==> src/hw/aib_rxfifo_params.svh <==
// ########################################
// RX FIFO sizing macros: depth, pointer,
// segment width and consumer credits
// ########################################
`ifndef AIB_RXFIFO_PARAMS_SVH
`define AIB_RXFIFO_PARAMS_SVH

// Rows of the storage array
`define RXF_FF_DEPTH 4

// Entry slots per row is fixed at four
`define RXF_DEPTH4 (4 * `RXF_FF_DEPTH)

// Entry index width, wrap bit not included
`define RXF_PNT_S ($clog2(`RXF_DEPTH4))

// One storage segment, also the GEN1 word width
`define RXF_SEG_W 40

// Credits granted by the consumer out of reset
`define RXF_CREDITS 4

`endif

==> src/hw/aib_rxfifo_pkg.sv <==
// ########################################
// RX FIFO types: entry union with GEN1 and
// GEN2 views, per-row segment enables
// ########################################
`include "aib_rxfifo_params.svh"

package aib_rxfifo_pkg;

  // GEN2 view, full 80-bit word in two halves
  typedef struct packed {
    logic [`RXF_SEG_W-1:0] hi;       // Bits 79-40
    logic [`RXF_SEG_W-1:0] lo;       // Bits 39-0
  } rxf_gen2_t;

  // GEN1 view, only the lower half is written
  typedef struct packed {
    logic [`RXF_SEG_W-1:0] unused;   // Stale, never written in GEN1
    logic [`RXF_SEG_W-1:0] data;     // 40-bit word
  } rxf_gen1_t;

  // One FIFO entry, decoded by mode
  typedef union packed {
    rxf_gen2_t gen2;
    rxf_gen1_t gen1;
  } rxf_entry_u;

  // Eight segment enables per row, one per 40-bit position
  typedef logic [`RXF_FF_DEPTH-1:0][7:0] rxf_seg_en_t;

endpackage

==> src/hw/aib_rxfifo_if.sv <==
// ########################################
// Write-path interface between pointer,
// decode and storage stages
// ########################################
`timescale 1ns/1ps
`include "aib_rxfifo_params.svh"

interface rxf_wr_if
  import aib_rxfifo_pkg::*;
();

  logic                  wr_en;      // Stage 1 word valid
  logic [`RXF_PNT_S-1:0] wr_pnt;     // Entry slot of the word
  rxf_entry_u            wr_data;    // Stage 1 word

  rxf_seg_en_t           seg_en;     // Stage 2 registered write enables
  rxf_entry_u            seg_data;   // Stage 2 word

  // Pointer stage
  modport pnt_mp (
    output wr_en,
    output wr_pnt,
    output wr_data
  );

  // Enable decode stage
  modport gate_mp (
    input  wr_en,
    input  wr_pnt,
    input  wr_data,
    output seg_en,
    output seg_data
  );

  // Storage array
  modport mem_mp (
    input  seg_en,
    input  seg_data
  );

endinterface

==> src/hw/aib_rxfifo_wr_pnt.sv <==
// ########################################
// Stage 1: input register, write pointer,
// full detect and sticky overflow
// ########################################
`timescale 1ns/1ps
`include "aib_rxfifo_params.svh"

module aib_rxfifo_wr_pnt
  import aib_rxfifo_pkg::*;
(
  input  logic                rxf_wr_clk,  // RX FIFO write clock
  input  logic                rst_n,
  input  logic                rx_valid,    // Word from link, no back-pressure
  input  logic [2*`RXF_SEG_W-1:0] rx_data,
  input  logic [`RXF_PNT_S:0] rd_pnt,      // Read pointer with wrap bit
  output logic                overflow,    // Sticky until reset
  rxf_wr_if.pnt_mp            wr
);

  logic [`RXF_PNT_S:0] wptr;     // Next free slot, wrap bit on top
  logic                full;
  logic                accept;

  // Counts words still in flight to the array
  assign full = (wptr[`RXF_PNT_S] != rd_pnt[`RXF_PNT_S]) &&
                (wptr[`RXF_PNT_S-1:0] == rd_pnt[`RXF_PNT_S-1:0]);

  assign accept = rx_valid & ~full;  // Drop on full

  always_ff @(posedge rxf_wr_clk)
  begin
    if (!rst_n)
    begin
      wptr      <= '0;
      wr.wr_en  <= 1'b0;
      wr.wr_pnt <= '0;
      overflow  <= 1'b0;
    end
    else
    begin
      wr.wr_en <= accept;
      if (accept)
      begin
        wr.wr_pnt <= wptr[`RXF_PNT_S-1:0];  // Slot for this word
        wptr      <= wptr + 1'b1;
      end
      if (rx_valid && full)
        overflow <= 1'b1;                   // Word lost
    end
  end

  // Word register, payload only
  always_ff @(posedge rxf_wr_clk)
  begin
    if (accept)
      wr.wr_data <= rxf_entry_u'(rx_data);
  end

endmodule

==> src/hw/aib_rxfifo_clk_gating.sv <==
// ########################################
// Stage 2: pointer and mode decode into
// registered per-segment write enables
// ########################################
`timescale 1ns/1ps
`include "aib_rxfifo_params.svh"

module aib_rxfifo_clk_gating
  import aib_rxfifo_pkg::*;
(
  input  logic      rxf_wr_clk,   // RX FIFO write clock
  input  logic      rst_n,
  input  logic      m_gen2_mode,  // Static, GEN2 uses both halves
  rxf_wr_if.gate_mp wr
);

  // Slot inside a row
  localparam logic [1:0] WD_79_0    = 2'd0;
  localparam logic [1:0] WD_159_80  = 2'd1;
  localparam logic [1:0] WD_239_160 = 2'd2;
  localparam logic [1:0] WD_319_240 = 2'd3;

  logic [`RXF_PNT_S-3:0] row;       // Upper pointer bits
  logic [1:0]            slot;      // Lower pointer bits
  logic [2:0]            lo_seg;    // Segment of bits 39-0 of the word
  logic [2:0]            hi_seg;    // Segment of bits 79-40
  rxf_seg_en_t           seg_en_d;

  assign row    = wr.wr_pnt[`RXF_PNT_S-1:2];
  assign slot   = wr.wr_pnt[1:0];
  assign hi_seg = {lo_seg[2:1], 1'b1};

  always_comb
  begin
    case (slot)
      WD_79_0:    lo_seg = 3'd0;  // Segments 39-0 and 79-40
      WD_159_80:  lo_seg = 3'd2;  // Segments 119-80 and 159-120
      WD_239_160: lo_seg = 3'd4;  // Segments 199-160 and 239-200
      WD_319_240: lo_seg = 3'd6;  // Segments 279-240 and 319-280
      default:    lo_seg = 3'd0;
    endcase
  end

  // One-hot enables, pair in GEN2, lower only in GEN1
  always_comb
  begin
    seg_en_d               = '0;
    seg_en_d[row][lo_seg]  = wr.wr_en;
    seg_en_d[row][hi_seg]  = wr.wr_en & m_gen2_mode;
  end

  // Stand-in for the clock gate cells
  always_ff @(posedge rxf_wr_clk)
  begin
    if (!rst_n)
      wr.seg_en <= '0;              // No segment written
    else
      wr.seg_en <= seg_en_d;
  end

  // Data follows the enables by the same stage
  always_ff @(posedge rxf_wr_clk)
  begin
    if (wr.wr_en)
      wr.seg_data <= wr.wr_data;
  end

endmodule

==> src/hw/aib_rxfifo_mem.sv <==
// ########################################
// Stage 3: segmented storage array with
// asynchronous read port
// ########################################
`timescale 1ns/1ps
`include "aib_rxfifo_params.svh"

module aib_rxfifo_mem
  import aib_rxfifo_pkg::*;
(
  input  logic                  rxf_wr_clk,  // RX FIFO write clock
  rxf_wr_if.mem_mp              wr,
  input  logic [`RXF_PNT_S-1:0] rd_pnt,      // Entry to read
  output rxf_entry_u            rd_entry
);

  // Rows of eight 40-bit segments, four entries per row
  logic [`RXF_SEG_W-1:0] seg_q [`RXF_FF_DEPTH][8];

  logic [`RXF_PNT_S-3:0] rd_row;
  logic [1:0]            rd_slot;

  // Each segment loads only under its own enable
  for (genvar r = 0; r < `RXF_FF_DEPTH; r++)
  begin : g_row
    for (genvar s = 0; s < 8; s++)
    begin : g_seg
      if (s % 2 == 1)
      begin : g_hi
        always_ff @(posedge rxf_wr_clk)
        begin
          if (wr.seg_en[r][s])
            seg_q[r][s] <= wr.seg_data.gen2.hi;  // Upper half
        end
      end
      else
      begin : g_lo
        always_ff @(posedge rxf_wr_clk)
        begin
          if (wr.seg_en[r][s])
            seg_q[r][s] <= wr.seg_data.gen2.lo;  // Lower half, GEN1 word
        end
      end
    end
  end

  assign rd_row  = rd_pnt[`RXF_PNT_S-1:2];
  assign rd_slot = rd_pnt[1:0];

  // Upper half stays stale in GEN1
  always_comb
  begin
    rd_entry.gen2.hi = seg_q[rd_row][{rd_slot, 1'b1}];
    rd_entry.gen2.lo = seg_q[rd_row][{rd_slot, 1'b0}];
  end

endmodule

==> src/hw/aib_rxfifo_rd.sv <==
// ########################################
// Stage 4: read pointer, credit counter
// and registered output word
// ########################################
`timescale 1ns/1ps
`include "aib_rxfifo_params.svh"

module aib_rxfifo_rd
  import aib_rxfifo_pkg::*;
(
  input  logic                    rxf_wr_clk,     // Read side shares write clock
  input  logic                    rst_n,
  input  logic                    m_gen2_mode,    // Selects entry view
  input  logic                    credit_return,  // One credit back per cycle
  input  logic [`RXF_PNT_S:0]     wr_pnt_vis,     // Committed write pointer
  input  rxf_entry_u              rd_entry,       // Entry at rd_pnt
  output logic [`RXF_PNT_S:0]     rd_pnt,
  output logic                    out_valid,
  output logic [2*`RXF_SEG_W-1:0] out_data
);

  localparam int CRD_W = $clog2(`RXF_CREDITS + 1);

  logic [CRD_W-1:0]          credits;   // Credits held right now
  logic                      empty;
  logic                      fire;      // Issue a word this edge
  logic [2*`RXF_SEG_W-1:0]   dec_word;

  assign empty = (rd_pnt == wr_pnt_vis);     // Wrap bit included
  assign fire  = (credits != '0) && !empty;

  // Union view by mode
  always_comb
  begin
    if (m_gen2_mode)
      dec_word = {rd_entry.gen2.hi, rd_entry.gen2.lo};
    else
      dec_word = {{`RXF_SEG_W{1'b0}}, rd_entry.gen1.data};  // Drop stale half
  end

  always_ff @(posedge rxf_wr_clk)
  begin
    if (!rst_n)
    begin
      credits   <= CRD_W'(`RXF_CREDITS);  // Initial grant
      rd_pnt    <= '0;
      out_valid <= 1'b0;
    end
    else
    begin
      out_valid <= fire;
      if (fire)
        rd_pnt <= rd_pnt + 1'b1;
      // Spend on issue, refill on return
      credits <= credits - CRD_W'(fire) + CRD_W'(credit_return);
    end
  end

  // Output word register
  always_ff @(posedge rxf_wr_clk)
  begin
    if (fire)
      out_data <= dec_word;
  end

endmodule

==> src/hw/aib_rxfifo_top.sv <==
// ########################################
// RX FIFO top: four pipeline stages and
// the committed write pointer
// ########################################
`timescale 1ns/1ps
`include "aib_rxfifo_params.svh"

module aib_rxfifo_top
  import aib_rxfifo_pkg::*;
(
  input  logic                    rxf_wr_clk,     // RX FIFO write clock
  input  logic                    rst_n,
  input  logic                    m_gen2_mode,    // Static, change only in reset
  input  logic                    rx_valid,
  input  logic [2*`RXF_SEG_W-1:0] rx_data,        // GEN1 uses bits 39-0
  input  logic                    credit_return,
  output logic                    out_valid,
  output logic [2*`RXF_SEG_W-1:0] out_data,
  output logic                    overflow
);

  rxf_wr_if wr_if ();

  logic [`RXF_PNT_S:0] rd_pnt;
  logic [`RXF_PNT_S:0] wr_pnt_vis;   // Advances with each array write
  rxf_entry_u          rd_entry;

  // Any active enable means one entry lands this edge
  always_ff @(posedge rxf_wr_clk)
  begin
    if (!rst_n)
      wr_pnt_vis <= '0;
    else if (|wr_if.seg_en)
      wr_pnt_vis <= wr_pnt_vis + 1'b1;
  end

  aib_rxfifo_wr_pnt u_wr_pnt (
    .rxf_wr_clk (rxf_wr_clk),
    .rst_n      (rst_n),
    .rx_valid   (rx_valid),
    .rx_data    (rx_data),
    .rd_pnt     (rd_pnt),
    .overflow   (overflow),
    .wr         (wr_if.pnt_mp)
  );

  aib_rxfifo_clk_gating u_clk_gating (
    .rxf_wr_clk  (rxf_wr_clk),
    .rst_n       (rst_n),
    .m_gen2_mode (m_gen2_mode),
    .wr          (wr_if.gate_mp)
  );

  aib_rxfifo_mem u_mem (
    .rxf_wr_clk (rxf_wr_clk),
    .wr         (wr_if.mem_mp),
    .rd_pnt     (rd_pnt[`RXF_PNT_S-1:0]),  // Wrap bit not needed here
    .rd_entry   (rd_entry)
  );

  aib_rxfifo_rd u_rd (
    .rxf_wr_clk    (rxf_wr_clk),
    .rst_n         (rst_n),
    .m_gen2_mode   (m_gen2_mode),
    .credit_return (credit_return),
    .wr_pnt_vis    (wr_pnt_vis),
    .rd_entry      (rd_entry),
    .rd_pnt        (rd_pnt),
    .out_valid     (out_valid),
    .out_data      (out_data)
  );

endmodule

==> config.mk <==
export PLATFORM = sky130hd
export DESIGN_NAME = aib_rxfifo_top
export DESIGN_NICKNAME = d
export VERILOG_FILES = /design/src/hw/aib_rxfifo_pkg.sv /design/src/hw/aib_rxfifo_if.sv /design/src/hw/aib_rxfifo_wr_pnt.sv /design/src/hw/aib_rxfifo_clk_gating.sv /design/src/hw/aib_rxfifo_mem.sv /design/src/hw/aib_rxfifo_rd.sv /design/src/hw/aib_rxfifo_top.sv
export VERILOG_INCLUDE_DIRS = /design/src /design/src/hw
export SDC_FILE = /design/constraint.sdc
export NUM_CORES = 1
export LEC_CHECK = 0
export BUFFER_PORTS_ARGS = -buffer_cell sky130_fd_sc_hd__buf_4
export CAP_MARGIN = 5
export CORE_MARGIN = 3
export CORE_UTILIZATION = 50
export CTS_BUF_LIST = sky130_fd_sc_hd__clkbuf_4
export DETAILED_ROUTE_END_ITERATION = 7
export PLACE_DENSITY = 0.64
export SYNTH_ARGS = -nofsm -noshare
export SYNTH_HDL_FRONTEND = slang
export SYNTH_SLANG_ARGS = --single-unit
==> constraint.sdc <==
create_clock -name rxf_wr_clk -period 8.47 [get_ports rxf_wr_clk]
set_input_delay 1.2705 -clock rxf_wr_clk [delete_from_list [all_inputs] [get_ports rxf_wr_clk]]
set_output_delay 1.2705 -clock rxf_wr_clk [all_outputs]
set_load 0.02 [all_outputs]
# Word-level counts from Yosys, hierarchy flattened
# Memory sizes are Yosys's and may differ from the RTL's. A register that Yosys moved wholly into a read port is not among the register bits.
# Cells that the tools add are included.
[totals]
latch_bits = 0
input_bits = 85
elab_cells = 134
register_bits = 297
ram_bits = 1280
mem_bits_ro = 0
memories = 1
[memory_table]
columns = ["memory", "words", "word_bits", "rd", "rd_clocked_by_memory_dff", "wr", "line_no", "text"]
rows = [
  ["u_mem.seg_q", 4, 320, 1, 1, 4, "aib_rxfifo_mem.sv:18", "logic [`RXF_SEG_W-1:0] seg_q [`RXF_FF_DEPTH][8];"],
]
[classes]
n_eq_ne = 6
multipliers = 0
mux = 82
div_mod_pow = 0
bitwise = 6
n_addsub = 5
n_reduce_logical = 10
n_lt_le_gt_ge = 8
shifts = 0
[op_table]
columns = ["operator", "n"]
rows = [
  ["$bmux W40 S3", 2],
  ["$mux W40", 4],
  ["$mux W1", 66],
  ["$and A32 B32 Y32", 1],
  ["$bwmux W32", 1],
  ["$demux W8 S2", 2],
  ["$reduce_or A32 Y1", 1],
  ["$mux W8", 2],
  ["$add A5 B1 Y5 const B", 3],
  ["$pmux W3 S4", 1],
  ["$ge A4 B4 Y1 const B", 2],
  ["$lt A3 B4 Y1 const B", 2],
  ["$not A3 Y4", 2],
  ["$ge A3 B1 Y1 const B", 2],
  ["$logic_and A1 B1 Y1", 6],
  ["$eq A5 B5 Y1", 1],
  ["$eq A2 B2 Y1 const B", 2],
  ["$eq A4 B4 Y1", 1],
  ["$mux W2", 2],
  ["$add A3 B1 Y3", 1],
  ["$demux W1 S3", 1],
  ["$lt A2 B3 Y1 const B", 1],
  ["$reduce_bool A3 Y1", 1],
  ["$sub A3 B1 Y3", 1],
  ["other kinds (8)", 9],
]

# Depth between registers and ports, before layout
# Gate-level depths: netlist of run 1.
[logic_depth]
depth_word = 10
ltp_mapped = 11
depth_no_buf = 10

# Modules after synthesis
# A second synthesis of run 1 with hierarchy kept.
[hier_totals]
hier_cells = 2459
hier_area_um2 = 57422.6
[by_module_without_submodules]
columns = ["module", "instances", "seq_area_each_um2", "area_per_inst_um2", "cells_each"]
rows = [
  ["aib_rxfifo_mem", 1, 38436.9, 47710.8, 1951],
  ["aib_rxfifo_clk_gating", 1, 3042.9, 3259.4, 157],
  ["aib_rxfifo_rd", 1, 2582.5, 3151.8, 174],
  ["aib_rxfifo_wr_pnt", 1, 2622.5, 2949.1, 138],
  ["aib_rxfifo_top", 1, 100.1, 351.6, 39],
]

# Worst setup path after synthesis of run 1
# Ideal clock, no wire load.
[synth_path]
path_type = "register to register"
start = "reg u_rd.rd_pnt[0]"
end = "reg u_rd.credits[1]"
path_buffers = 1
stages_incl_launch_ff = 10
arrival_ps = 6305
synth_period_minus_slack_ps = 6420
path_slack_ps = 2050
path_cell_list = "dfxtp_1 -> buf_4 -> xor2_1 -> nor3_1 -> a21oi_1 -> ha_1 -> inv_1 -> ha_1 -> fa_1 -> and2_1"
[synth_via]
elab_chain_len = 5
[synth_lines]
columns = ["element", "line_no", "text"]
rows = [
  ["from (decl)", "aib_rxfifo_rd.sv:17", "output logic [`RXF_PNT_S:0] rd_pnt,"],
  ["from (signal assigned)", "aib_rxfifo_rd.sv:53", "rd_pnt <= rd_pnt + 1'b1;"],
  ["$eq A5 B5 Y1", "aib_rxfifo_rd.sv:29", "assign empty = (rd_pnt == wr_pnt_vis);"],
  ["$logic_not A1 Y1", "aib_rxfifo_rd.sv:30", "assign fire = (credits != '0) && !empty;"],
  ["$logic_and A1 B1 Y1", "aib_rxfifo_rd.sv:30", ""],
  ["via u_rd.fire", "aib_rxfifo_rd.sv:26", "logic fire;"],
  ["$sub A3 B1 Y3", "aib_rxfifo_rd.sv:55", "credits <= credits - CRD_W'(fire) + CRD_W'(credit_return);"],
  ["$add A3 B1 Y3", "aib_rxfifo_rd.sv:55", ""],
  ["to (signal assigned)", "aib_rxfifo_rd.sv:45", "credits <= CRD_W'(`RXF_CREDITS);"],
  ["to (signal assigned)", "aib_rxfifo_rd.sv:55", ""],
  ["to (decl)", "aib_rxfifo_rd.sv:24", "logic [CRD_W-1:0] credits;"],
]
# The timed path passes the listed nets, and every way through them passes these cells.
# A chain may end at the register's enable or synchronous reset.

==> results_dict.tcl, run 1 <==
set metrics [dict create \
    final-seq-area_um2 46900 \
    setup_ws_ns 4.64 \
    worstSkewPairLatency_ns 1.27 \
    grt_max_degree 134 \
    dp_cells 4234 \
    track_usage_pct 21.7 \
    post-place-ws_ns 4.56 \
    antenna_found_initial 3 \
    slowest_delay_ns 0.88 \
    maxCapViolCount 0 \
    routed_via_density 5.76 \
    hpwl_um 59500 \
    core_area_um2 115000 \
    syn_to_final_growth_pct 13.2 \
    io_pins 167 \
    die_w_um 346 \
    synth_cells 2637 \
    synth_cell_types 42 \
    numPortBuffers 166 \
    final_nets 3220 \
    synth_top_area_share_pct 78.8 \
    first_pass_iters 7 \
    critPathKind "reg2reg" \
    leakage_uw 0.0211 \
    hold_viol 0 \
    ant_nets 0 \
    relSlewSlack_pct 30.6 \
    syn-cell-area_um2 57900 \
    fin_skew_ns 0.0809 \
    fin_cells 4908 \
    met3_usage_pct 4.97 \
    post_drt_wl_per_cell_um 26.3 \
    met1_usage_pct 28.0 \
    grt_pass1_wl_um 190000 \
    cts.sinks 1579 \
    fmax_mhz 261 \
    period_minus_slack_ns 3.83 \
    multi_input_area_um2 10300 \
    cts-root-buf "clkbuf_4" \
    setup_viol 0 \
    synthArstFlopShare_pct 0 \
    met2_usage_pct 36.3 \
    ctsResizeCount 0 \
    vdd_drop_max_uv 164 \
    slew_viol_final 0 \
    tritoncts "done" \
    worstPathCellList "buf_12 > buf_4 > mux2_2 > o22ai_1 > nor2_1 > a22oi_1 > o21ai_0" \
    vias 28300 \
    synth_area_leaders "edfxtp_1 79%, mux4_2 11%, dfxtp_1 2.0%" \
    ys_ff_latch 1579 \
    rsz0062_at_grt "no" \
    slowest_stage "buf_4" \
    worst_pin_slew_ns 1.04 \
    rows 124 \
    drt_wl_total_um 129000 \
    dieHeight_um 346 \
    grt_busiest_layer "met2" \
    arrival_ns 4.74 \
    ys_warn_count 0 \
    drc 0 \
    p_per_area_nw_per_um2 255 \
    cts_setup_buffers 0 \
    cts.clk_slew.worst_paths_ns 0.07 \
    hp-class "in2reg" \
    regToRegSetupSlack_ns 4.64 \
    synth_ff_type "edfxtp_1" \
    drive_gt1_share_pct 36.1 \
    cts_buffers 405 \
    required_ns 9.38 \
    finalSetupTns_ns 0 \
    synth_edf_count 1520 \
    drtIter0Drc 2677 \
    cts-hold-fix-buffers 0 \
    fillers 8499 \
    fin_hold_ws_ns 0.184 \
    syn_nets 2728 \
    seq_area_frac_synth_pct 80.8 \
    start_util_pct 50.5 \
    syn_area_per_cell_um2 22.0 \
    die-area_um2 120000 \
    worstSetupEndpointType "register" \
    post-route-period-util_pct 45.2 \
    stdcell_area_um2 65600 \
    status "complete, no violations" \
    htreeDepth 5 \
    place_area_um2 60800 \
    crit_fanout 133 \
    cp-start-kind "register" \
    clock_path_buffers 4 \
    yosysTopAreaCell "edfxtp_1" \
    gp_congestion 0.752 \
    grt_pass1_vias 30300 \
    grt-ovfl-total 0 \
]
[cell families (layout without fill, tap and decap cells)]
group / after synthesis / in the layout / synth area share, %
other: 0 / 9 / 0
AND/OR/NAND/NOR: 266 / 266 / 2.10
buffers and inverters: 145 / 895 / 1.34
adder cells (fa/ha/maj): 6 / 6 / 0.143
AO/OA/AOI/OAI: 259 / 259 / 2.80
XOR/XNOR: 19 / 19 / 0.287
flip-flops: 1579 / 1579 / 80.8
multiplexers: 363 / 363 / 12.5
[critical path, delay by kind of cell (launching register included)]
kind	cells	cell delay, ns
AO/OA/AOI/OAI	3	0.47
buffers and inverters	2	1.62
flip-flops	1	0.79
multiplexers	1	0.41
AND/OR/NAND/NOR	1	0.08
[cell usage after synthesis (8+ instances only)]
cell,number
o21ai_1,22
buf_4,20
and2_1,12
o22ai_1,40
nand2_1,96
clkbuf_1,67
nand3_1,12
a211oi_1,42
nor4_1,8
buf_6,17
mux2_2,79
a22oi_1,40
nor2_1,77
buf_2,23
mux4_2,280
xor2_1,11
dfxtp_1,59
o21ai_0,27
a31oi_1,40
a21oi_1,41
nor2b_1,41
inv_1,11
xnor2_1,8
edfxtp_1,1520
[final cells by class]
type                            count  share of cell area [%]
Clock buffer                      573                    6.56
Sequential cell                  1579                    71.5
Tap cell                         1512                    2.88
Antenna cell                        9                  0.0343
Timing Repair Buffer              218                    2.55
Multi-Input combinational cell    913                    15.8
Inverter                           12                  0.0763
Clock inverter                     92                   0.647
[state kept, by name (all words and copies together), names as in the netlist, named ones only]
register                  flops
u_mem.seg_q                1280
u_rd.rd_pnt                   5
u_wr_pnt.wptr                 5
u_wr_pnt.wr.wr_en             1
u_wr_pnt.overflow             1
u_wr_pnt.wr.wr_data          80
wr_pnt_vis                    5
u_rd.credits                  3
u_clk_gating.wr.seg_data     80
u_rd.out_valid                1
u_wr_pnt.wr.wr_pnt            4
u_rd.out_data                80
u_clk_gating.wr.seg_en       32
[through the flow]
step	power (uW)	util (%)
global route	17500	57.2
finish	16700	57.2
detailed placement	11000	53.1
CTS	17000	57.2
floorplan	10100	-
global placement	10900	53.1
[worst paths after layout]
kind / from / to / cells past startpoint
setup / recovery: register / u_rd.out_data[71]$_SDFFCE_PN0N_ / 7
hold / removal: rx_data[35] / u_wr_pnt.wr.wr_data[35]$_DFFE_PP_ / 1
setup reg to reg: register / u_rd.out_data[71]$_SDFFCE_PN0N_ / 7
hold reg to reg: u_wr_pnt.wr.wr_data[39]$_DFFE_PP_ / u_clk_gating.wr.seg_data[39]$_DFFE_PP_ / 0
[power by group]
group | total, uW | switching, uW | leakage [uW] | internal (uW)
registers | 9190 | 289 | 0.0143 | 8910
logic | 1560 | 996 | 0.00390 | 566
clock network | 5980 | 2840 | 0.00286 | 3140
total | 16700 | 4130 | 0.0211 | 12600
[layer usage]
metal / routed length, um / part of all wire (%)
met4: 2700 / 2.1
met5: 9 / 0.0070
met2: 66000 / 51
met3: 9460 / 7.3
met1: 50700 / 39
[cells in the final DEF, fill, tap and decap left out, types with 3 or more instances in the layout]
cell      Yosys  routed
inv_1        11      10
mux2i_1       3       3
mux4_2      280     280
or3_1         3       3
nand2b_1      6       4
buf_12        0       3
clkinv_2      0      14
and2_1       12      10
nor4_1        8       8
xor2_1       11      11
dfxtp_4       0       5
buf_4        20     215
nor2b_1      41      41
diode_2       0       9
o22ai_1      40      40
nand2_1      96      95
xnor2_1       8       8
dfxtp_2       0      32
nor2_1       77      77
edfxtp_1   1520    1520
nand4_1       3       3
inv_2         1       8
clkinv_1      0      66
a211oi_1     42      42
nand3_1      12      12
a21oi_1      41      40
dfxtp_1      59      22
a31oi_1      40      40
o21ai_0      27      27
o21ai_1      22      22
nor3_1        4       4
clkbuf_4      0     573
a22oi_1      40      40
mux2_2       79      79
ha_1          5       5
Note: power is estimated with default switching activity, not from simulation.
==> run 2, diff against run 1 <==
--- a/config.mk
+++ b/config.mk
@@ -12,7 +12,7 @@
 export CORE_UTILIZATION = 50
 export CTS_BUF_LIST = sky130_fd_sc_hd__clkbuf_4
 export DETAILED_ROUTE_END_ITERATION = 7
-export PLACE_DENSITY = 0.64
+export PLACE_DENSITY = 0.67
 export SYNTH_ARGS = -nofsm -noshare
 export SYNTH_HDL_FRONTEND = slang
 export SYNTH_SLANG_ARGS = --single-unit
==> constraint.sdc (replaced) <==
create_clock -name rxf_wr_clk -period 3.19 [get_ports rxf_wr_clk]
set_input_delay 0.4785 -clock rxf_wr_clk [delete_from_list [all_inputs] [get_ports rxf_wr_clk]]
set_output_delay 0.4785 -clock rxf_wr_clk [all_outputs]
set_load 0.02 [all_outputs]
==> run 2 against run 1 <==
- core utilization up 1.8 points
- wire length decreased by 0.75%
- clock skew increased by 0.011 ns
- sequential power rose to 2.7 times the previous value
- register-to-register slack got worse by 4.1 ns
- clock-buffer cell count grew 4
- global-route usage is 0.25 points lower
- non-clock buffer count rose by 182
- flip-flop and latch count did not move
- hold slack improved by 0.041 ns
- largest power group unchanged
- via count increased by 2.2%
==> results_dict.tcl, run 2 (synthesis results as in run 1) <==
set metrics [dict create \
    top_register "u_mem.seg_q" \
    cts.sinks 1579 \
    design_power_total_uw 44800 \
    clock_power_share_pct 35.7 \
    cts_setup_buffers 0 \
    dieHeight_um 346 \
    post-route-period-util_pct 84.3 \
    p_per_area_nw_per_um2 663 \
    setup_ws_ns 0.502 \
    crit_start "u_rd.rd_pnt[0]$_SDFFE_PN0N_" \
    reg2reg_from "u_rd.rd_pnt[0]$_SDFFE_PN0N_" \
    vias 28900 \
    die-area_um2 120000 \
    cp-start-kind "register" \
    cts-root-buf "clkbuf_4" \
    syn_to_final_growth_pct 16.7 \
    critPathKind "reg2reg" \
    fin_skew_ns 0.0916 \
    status "complete, no violations" \
    rsz0062_at_grt "no" \
    crit_buf_inv 2 \
    hpwl_um 60200 \
    antenna_found_initial 2 \
    post_drt_wl_per_cell_um 25.2 \
    track_usage_pct 21.4 \
    relSlewSlack_pct 25.6 \
    grt_max_degree 135 \
    first_pass_iters 5 \
    ctsResizeCount 0 \
    vdd_drop_max_uv 790 \
    hp-class "in2reg" \
    switching_power_uw 10900 \
    mostFrequentLayoutCell "edfxtp_1" \
    htreeDepth 5 \
    rows 124 \
    p_comb_share_pct 9.9 \
    grt_pass1_vias 30400 \
    worstSkewPairLatency_ns 1.22 \
    seqPwrFrac_pct 54.4 \
    slowest_delay_ns 0.69 \
    grt-ovfl-total 0 \
    netSwitchingFraction_pct 24.4 \
    finalSetupTns_ns 0 \
    largest_reg_flops 1280 \
    slowest_stage "and2_2" \
    arrival_ns 3.53 \
    hold_start "rst_n" \
    dp_cells 4249 \
    ant_nets 0 \
    worstPathCellList "clkinv_2 > and2_2 > buf_4 > a22oi_1 > o21ai_0" \
    cts_buffers 399 \
    tritoncts "done" \
    drt_wl_total_um 128000 \
    period_minus_slack_ns 2.69 \
    gp_congestion 0.764 \
    cts.clk_slew.worst_paths_ns 0.07 \
    final_nets 3396 \
    maxCapViolCount 0 \
    setup_viol 0 \
    cts-hold-fix-buffers 167 \
    hold_viol 0 \
    drive_gt1_share_pct 34.7 \
    p_int_uw 33900 \
    crit_fanout 31 \
    final_cell_mix "1,520 x edfxtp_1, 577 x clkbuf_4, 280 x mux4_2" \
    required_ns 4.03 \
    drtIter0Drc 2697 \
    core_area_um2 115000 \
    worstSetupEndpointType "register" \
    routed_via_density 5.69 \
    fin_cells 5081 \
    die_w_um 346 \
    leakage_uw 0.0219 \
    post-place-ws_ns 0.506 \
    start_util_pct 50.5 \
    critPathTopFamily "buffers and inverters" \
    grt_pass1_wl_um 190000 \
    worst_pin_slew_ns 1.12 \
    drc 0 \
    regToRegSetupSlack_ns 0.50 \
    numPortBuffers 166 \
    fmax_mhz 372 \
    io_pins 167 \
    clock_path_buffers 4 \
    slew_viol_final 0 \
]
-- run 2: final timing paths --
kind / endpoint / depth (start not counted)
min reg2reg: u_clk_gating.wr.seg_data[78]$_DFFE_PP_ / 0
max reg2reg: u_rd.out_data[54]$_SDFFCE_PN0N_ / 5
min: u_wr_pnt.wptr[2]$_SDFFE_PN0P_ / 3
max: u_rd.out_data[54]$_SDFFCE_PN0N_ / 5
-- run 2: layer usage --
layer	vias to the layer above	share of wire [%]	track usage [%]
li1	12500	-	-
met1	14900	40	28.8
met2	1259	50	34.8
met3	220	7.8	4.65
met4	0	2.2	8.18
met5	-	0	0
-- run 2: power by group through the flow --
stage | logic (uW) | registers (uW) | clock network, uW
2_1_floorplan | 1830 | 25000 | 0
4_1_cts | 4500 | 24400 | 16500
5_1_grt | 4750 | 24400 | 17600
6_report | 4440 | 24400 | 16000
3_3_place_gp | 4270 | 24800 | 0
3_5_place_dp | 4330 | 24800 | 0
-- run 2: cell type report --
type / count / area [um2]
multi-input cells: 913 / 10400
diodes: 8 / 20.0
clock inverters: 80 / 420
fillers: 8216 / 47100
inverters: 12 / 48.8
clock buffers: 577 / 4330
repair buffers: 400 / 3650
well taps: 1512 / 1890
flip-flops and latches: 1579 / 46900
-- run 2: worst min-delay path, stage by stage --
cell and delay [ns]:
dlygate4sd3_1 0.54, buf_4 0.23, o21a_1 0.14
-- run 2: stage by stage --
stage	hold WS [ns]	utilization [%]	area (um2)
finish	0.225	59.0	67600
global placement	0.402	53.3	61200
CTS	0.0771	58.9	67600
floorplan	0.400	-	58000
global route	0.143	59.0	67600
detailed placement	0.405	53.3	61200
==> run 3, diff against run 2 <==
==> constraint.sdc (replaced) <==
create_clock -name rxf_wr_clk -period 2.16 [get_ports rxf_wr_clk]
set_input_delay 0.324 -clock rxf_wr_clk [delete_from_list [all_inputs] [get_ports rxf_wr_clk]]
set_output_delay 0.324 -clock rxf_wr_clk [all_outputs]
set_load 0.02 [all_outputs]
==> run 3 against run 2 <==
- the run now ends with negative setup slack left
- die area is the same
- hold slack gained 0.10 ns
- combinational power grew 67%
- final cell count grew 1.4%
- clock-buffer cell count shrank 8
- critical endpoint is now u_rd.credits[2]$_SDFF_PN1_
- largest cell class unchanged
- highest routed layer unchanged
==> results_dict.tcl, run 3 (synthesis results as in run 1) <==
set metrics [dict create \
    min_to "u_wr_pnt.wr.wr_data[31]$_DFFE_PP_" \
    wl_met2_um 65700 \
    htreeDepth 5 \
    drc 0 \
    cts.sinks 1579 \
    routed_via_density 5.67 \
    post-route-period-util_pct 109 \
    cts.clk_slew.worst_paths_ns 0.07 \
    fmax_mhz 423 \
    netSwitchingFraction_pct 24.5 \
    status "finished, violations left" \
    hp-class "in2reg" \
    worstReg2RegEnd "u_rd.credits[2]$_SDFF_PN1_" \
    clock_path_buffers 4 \
    hold_viol 0 \
    required_ns 3.22 \
    core_area_um2 115000 \
    worst_pin_slew_ns 1.06 \
    top_register "u_mem.seg_q" \
    post_drt_wl_per_cell_um 25.3 \
    ant_nets 0 \
    violations "negative setup slack" \
    switching_power_uw 16400 \
    grt-ovfl-total 0 \
    tritoncts "done" \
    slew_viol_final 0 \
    route.met3.wl_um 9040 \
    grt_max_degree 82 \
    final_cell_mix "1,520 x edfxtp_1, 569 x clkbuf_4, 280 x mux4_2" \
    cts_buffers 399 \
    stdcell_area_um2 68800 \
    cp-start-kind "register" \
    syn_to_final_growth_pct 18.7 \
    first_pass_iters 5 \
    finalSetupTns_ns -1.31 \
    grt_pass1_wl_um 192000 \
    p_comb_share_pct 11.1 \
    fillers 8099 \
    vias 29200 \
    relSlewSlack_pct 29.4 \
    place_area_um2 61600 \
    drtIter0Drc 2867 \
    min_delay_path_depth 3 \
    start_util_pct 50.5 \
    fin_skew_ns 0.0861 \
    rsz0062_at_grt "yes" \
    leakage_uw 0.0224 \
    rows 124 \
    utilization_pct 60.0 \
    top_layer "met4" \
    reg2reg_from "u_rd.rd_pnt[4]$_SDFFE_PN0N_" \
    die-area_um2 120000 \
    seqPwrFrac_pct 53.9 \
    final_nets 3459 \
    critPathKind "reg2reg" \
    p_int_uw 50300 \
    p_per_area_nw_per_um2 970 \
    r2r_cells 10 \
    antenna_found_initial 2 \
    hold_start "rx_data[31]" \
    worstSkewPairLatency_ns 1.27 \
    io_pins 167 \
    vdd_drop_max_uv 1110 \
    numPortBuffers 166 \
    dieHeight_um 346 \
    worstSetupEndpointType "register" \
    drive_gt1_share_pct 35.9 \
    grt_pass1_vias 30900 \
    gp_congestion 0.747 \
    track_usage_pct 21.7 \
    setup_ws_ns -0.202 \
    met1_length_um 52200 \
    crit_fanout 2 \
    largest_reg_flops 1280 \
    period_minus_slack_ns 2.36 \
    regToRegSetupSlack_ns -0.20 \
    clock_power_share_pct 35.0 \
    cts-root-buf "clkbuf_4" \
    drt_wl_total_um 130000 \
    maxCapViolCount 0 \
    setup_viol 30 \
    die_w_um 346 \
    mostFrequentLayoutCell "edfxtp_1" \
    arrival_ns 3.42 \
    hpwl_um 61200 \
]
==> run 3: cell count changes in the layout (fill, tap and decap cells not counted), moves of 4 or more <==
| cell | previous run | this run |
|---|---|---|
| clkbuf_16 | 0 | 4 |
| clkinv_1 | 61 | 69 |
| clkbuf_4 | 577 | 569 |
| buf_12 | 18 | 23 |
| buf_6 | 0 | 82 |
| buf_4 | 215 | 171 |
| clkinv_2 | 10 | 16 |
| buf_16 | 0 | 9 |
==> run 3: worst max-delay path, stage by stage (launching register included) <==
cell and delay (ns):
dfxtp_2 0.34, xor2_2 0.19, nor3_4 0.27, a21oi_4 0.09
ha_1 0.28, inv_1 0.04, ha_2 0.16, fa_2 0.35
xnor2_2 0.15, xnor2_1 0.22, nand2_1 0.09
==> run 3: how the worst max path moves through the flow <==
stage                                      startpoint                    endpoint  slack, ns
after global routing      u_rd.out_data[33]$_DFFE_PN_                out_data[33]      -0.27
after floorplan           u_rd.rd_pnt[0]$_SDFFE_PN0N_  u_rd.credits[2]$_SDFF_PN1_      -1.28
after global placement    u_rd.rd_pnt[4]$_SDFFE_PN0N_  u_rd.credits[2]$_SDFF_PN1_      -0.08
after detailed placement  u_rd.rd_pnt[4]$_SDFFE_PN0N_  u_rd.credits[2]$_SDFF_PN1_       -0.1
final                     u_rd.rd_pnt[4]$_SDFFE_PN0N_  u_rd.credits[2]$_SDFF_PN1_      -0.20
after CTS                 u_rd.out_data[13]$_DFFE_PN_                out_data[13]      -0.29
==> run 3: cell type report <==
class                           count  area, um2  share of cell area, %
Inverter                           12       50.0                 0.0728
Antenna cell                        8       20.0                 0.0291
Timing Repair Buffer              463       4810                   7.00
Multi-Input combinational cell    913      10400                   15.1
Sequential cell                  1579      46900                   68.2
Clock inverter                     95        432                  0.628
Tap cell                         1512       1890                   2.75
Clock buffer                      569       4270                   6.21
==> run 3: timing repair <==
item	4_1_cts	5_1_grt
endpoints found under the setup margin	87	153
hold buffers	170	0
pin swaps	6	5
gates cloned	2	4
endpoints found under the hold margin	259	0
gates resized for setup	86	18
setup buffers	0	12
==> run 3: metrics by stage <==
step	hold slack [ns]	cells	total power [uW]	setup slack [ns]
floorplan	0.400	2637	39700	-1.28
global placement	0.402	4291	43100	-0.0785
detailed placement	0.405	4291	43200	-0.0953
CTS	0.162	5127	67400	-0.286
global route	0.215	5151	69700	-0.266
finish	0.326	5151	66700	-0.202
==> run 3: metal layers <==
| layer | GRT usage, % | up-vias |
|---|---|---|
| met5 | 0 | - |
| met4 | 8.98 | 0 |
| met3 | 4.61 | 207 |
| met2 | 35.4 | 1188 |
| met1 | 28.8 | 15200 |
| li1 | - | 12600 |
==> run 3: power groups by stage <==
stage	registers [uW]	logic [uW]	clock network (uW)
after floorplan	36900	2710	0
after global placement	36500	6610	0
after detailed placement	36500	6680	0
after CTS	36000	7370	24000
after global routing	36000	7890	25700
final	36000	7430	23300
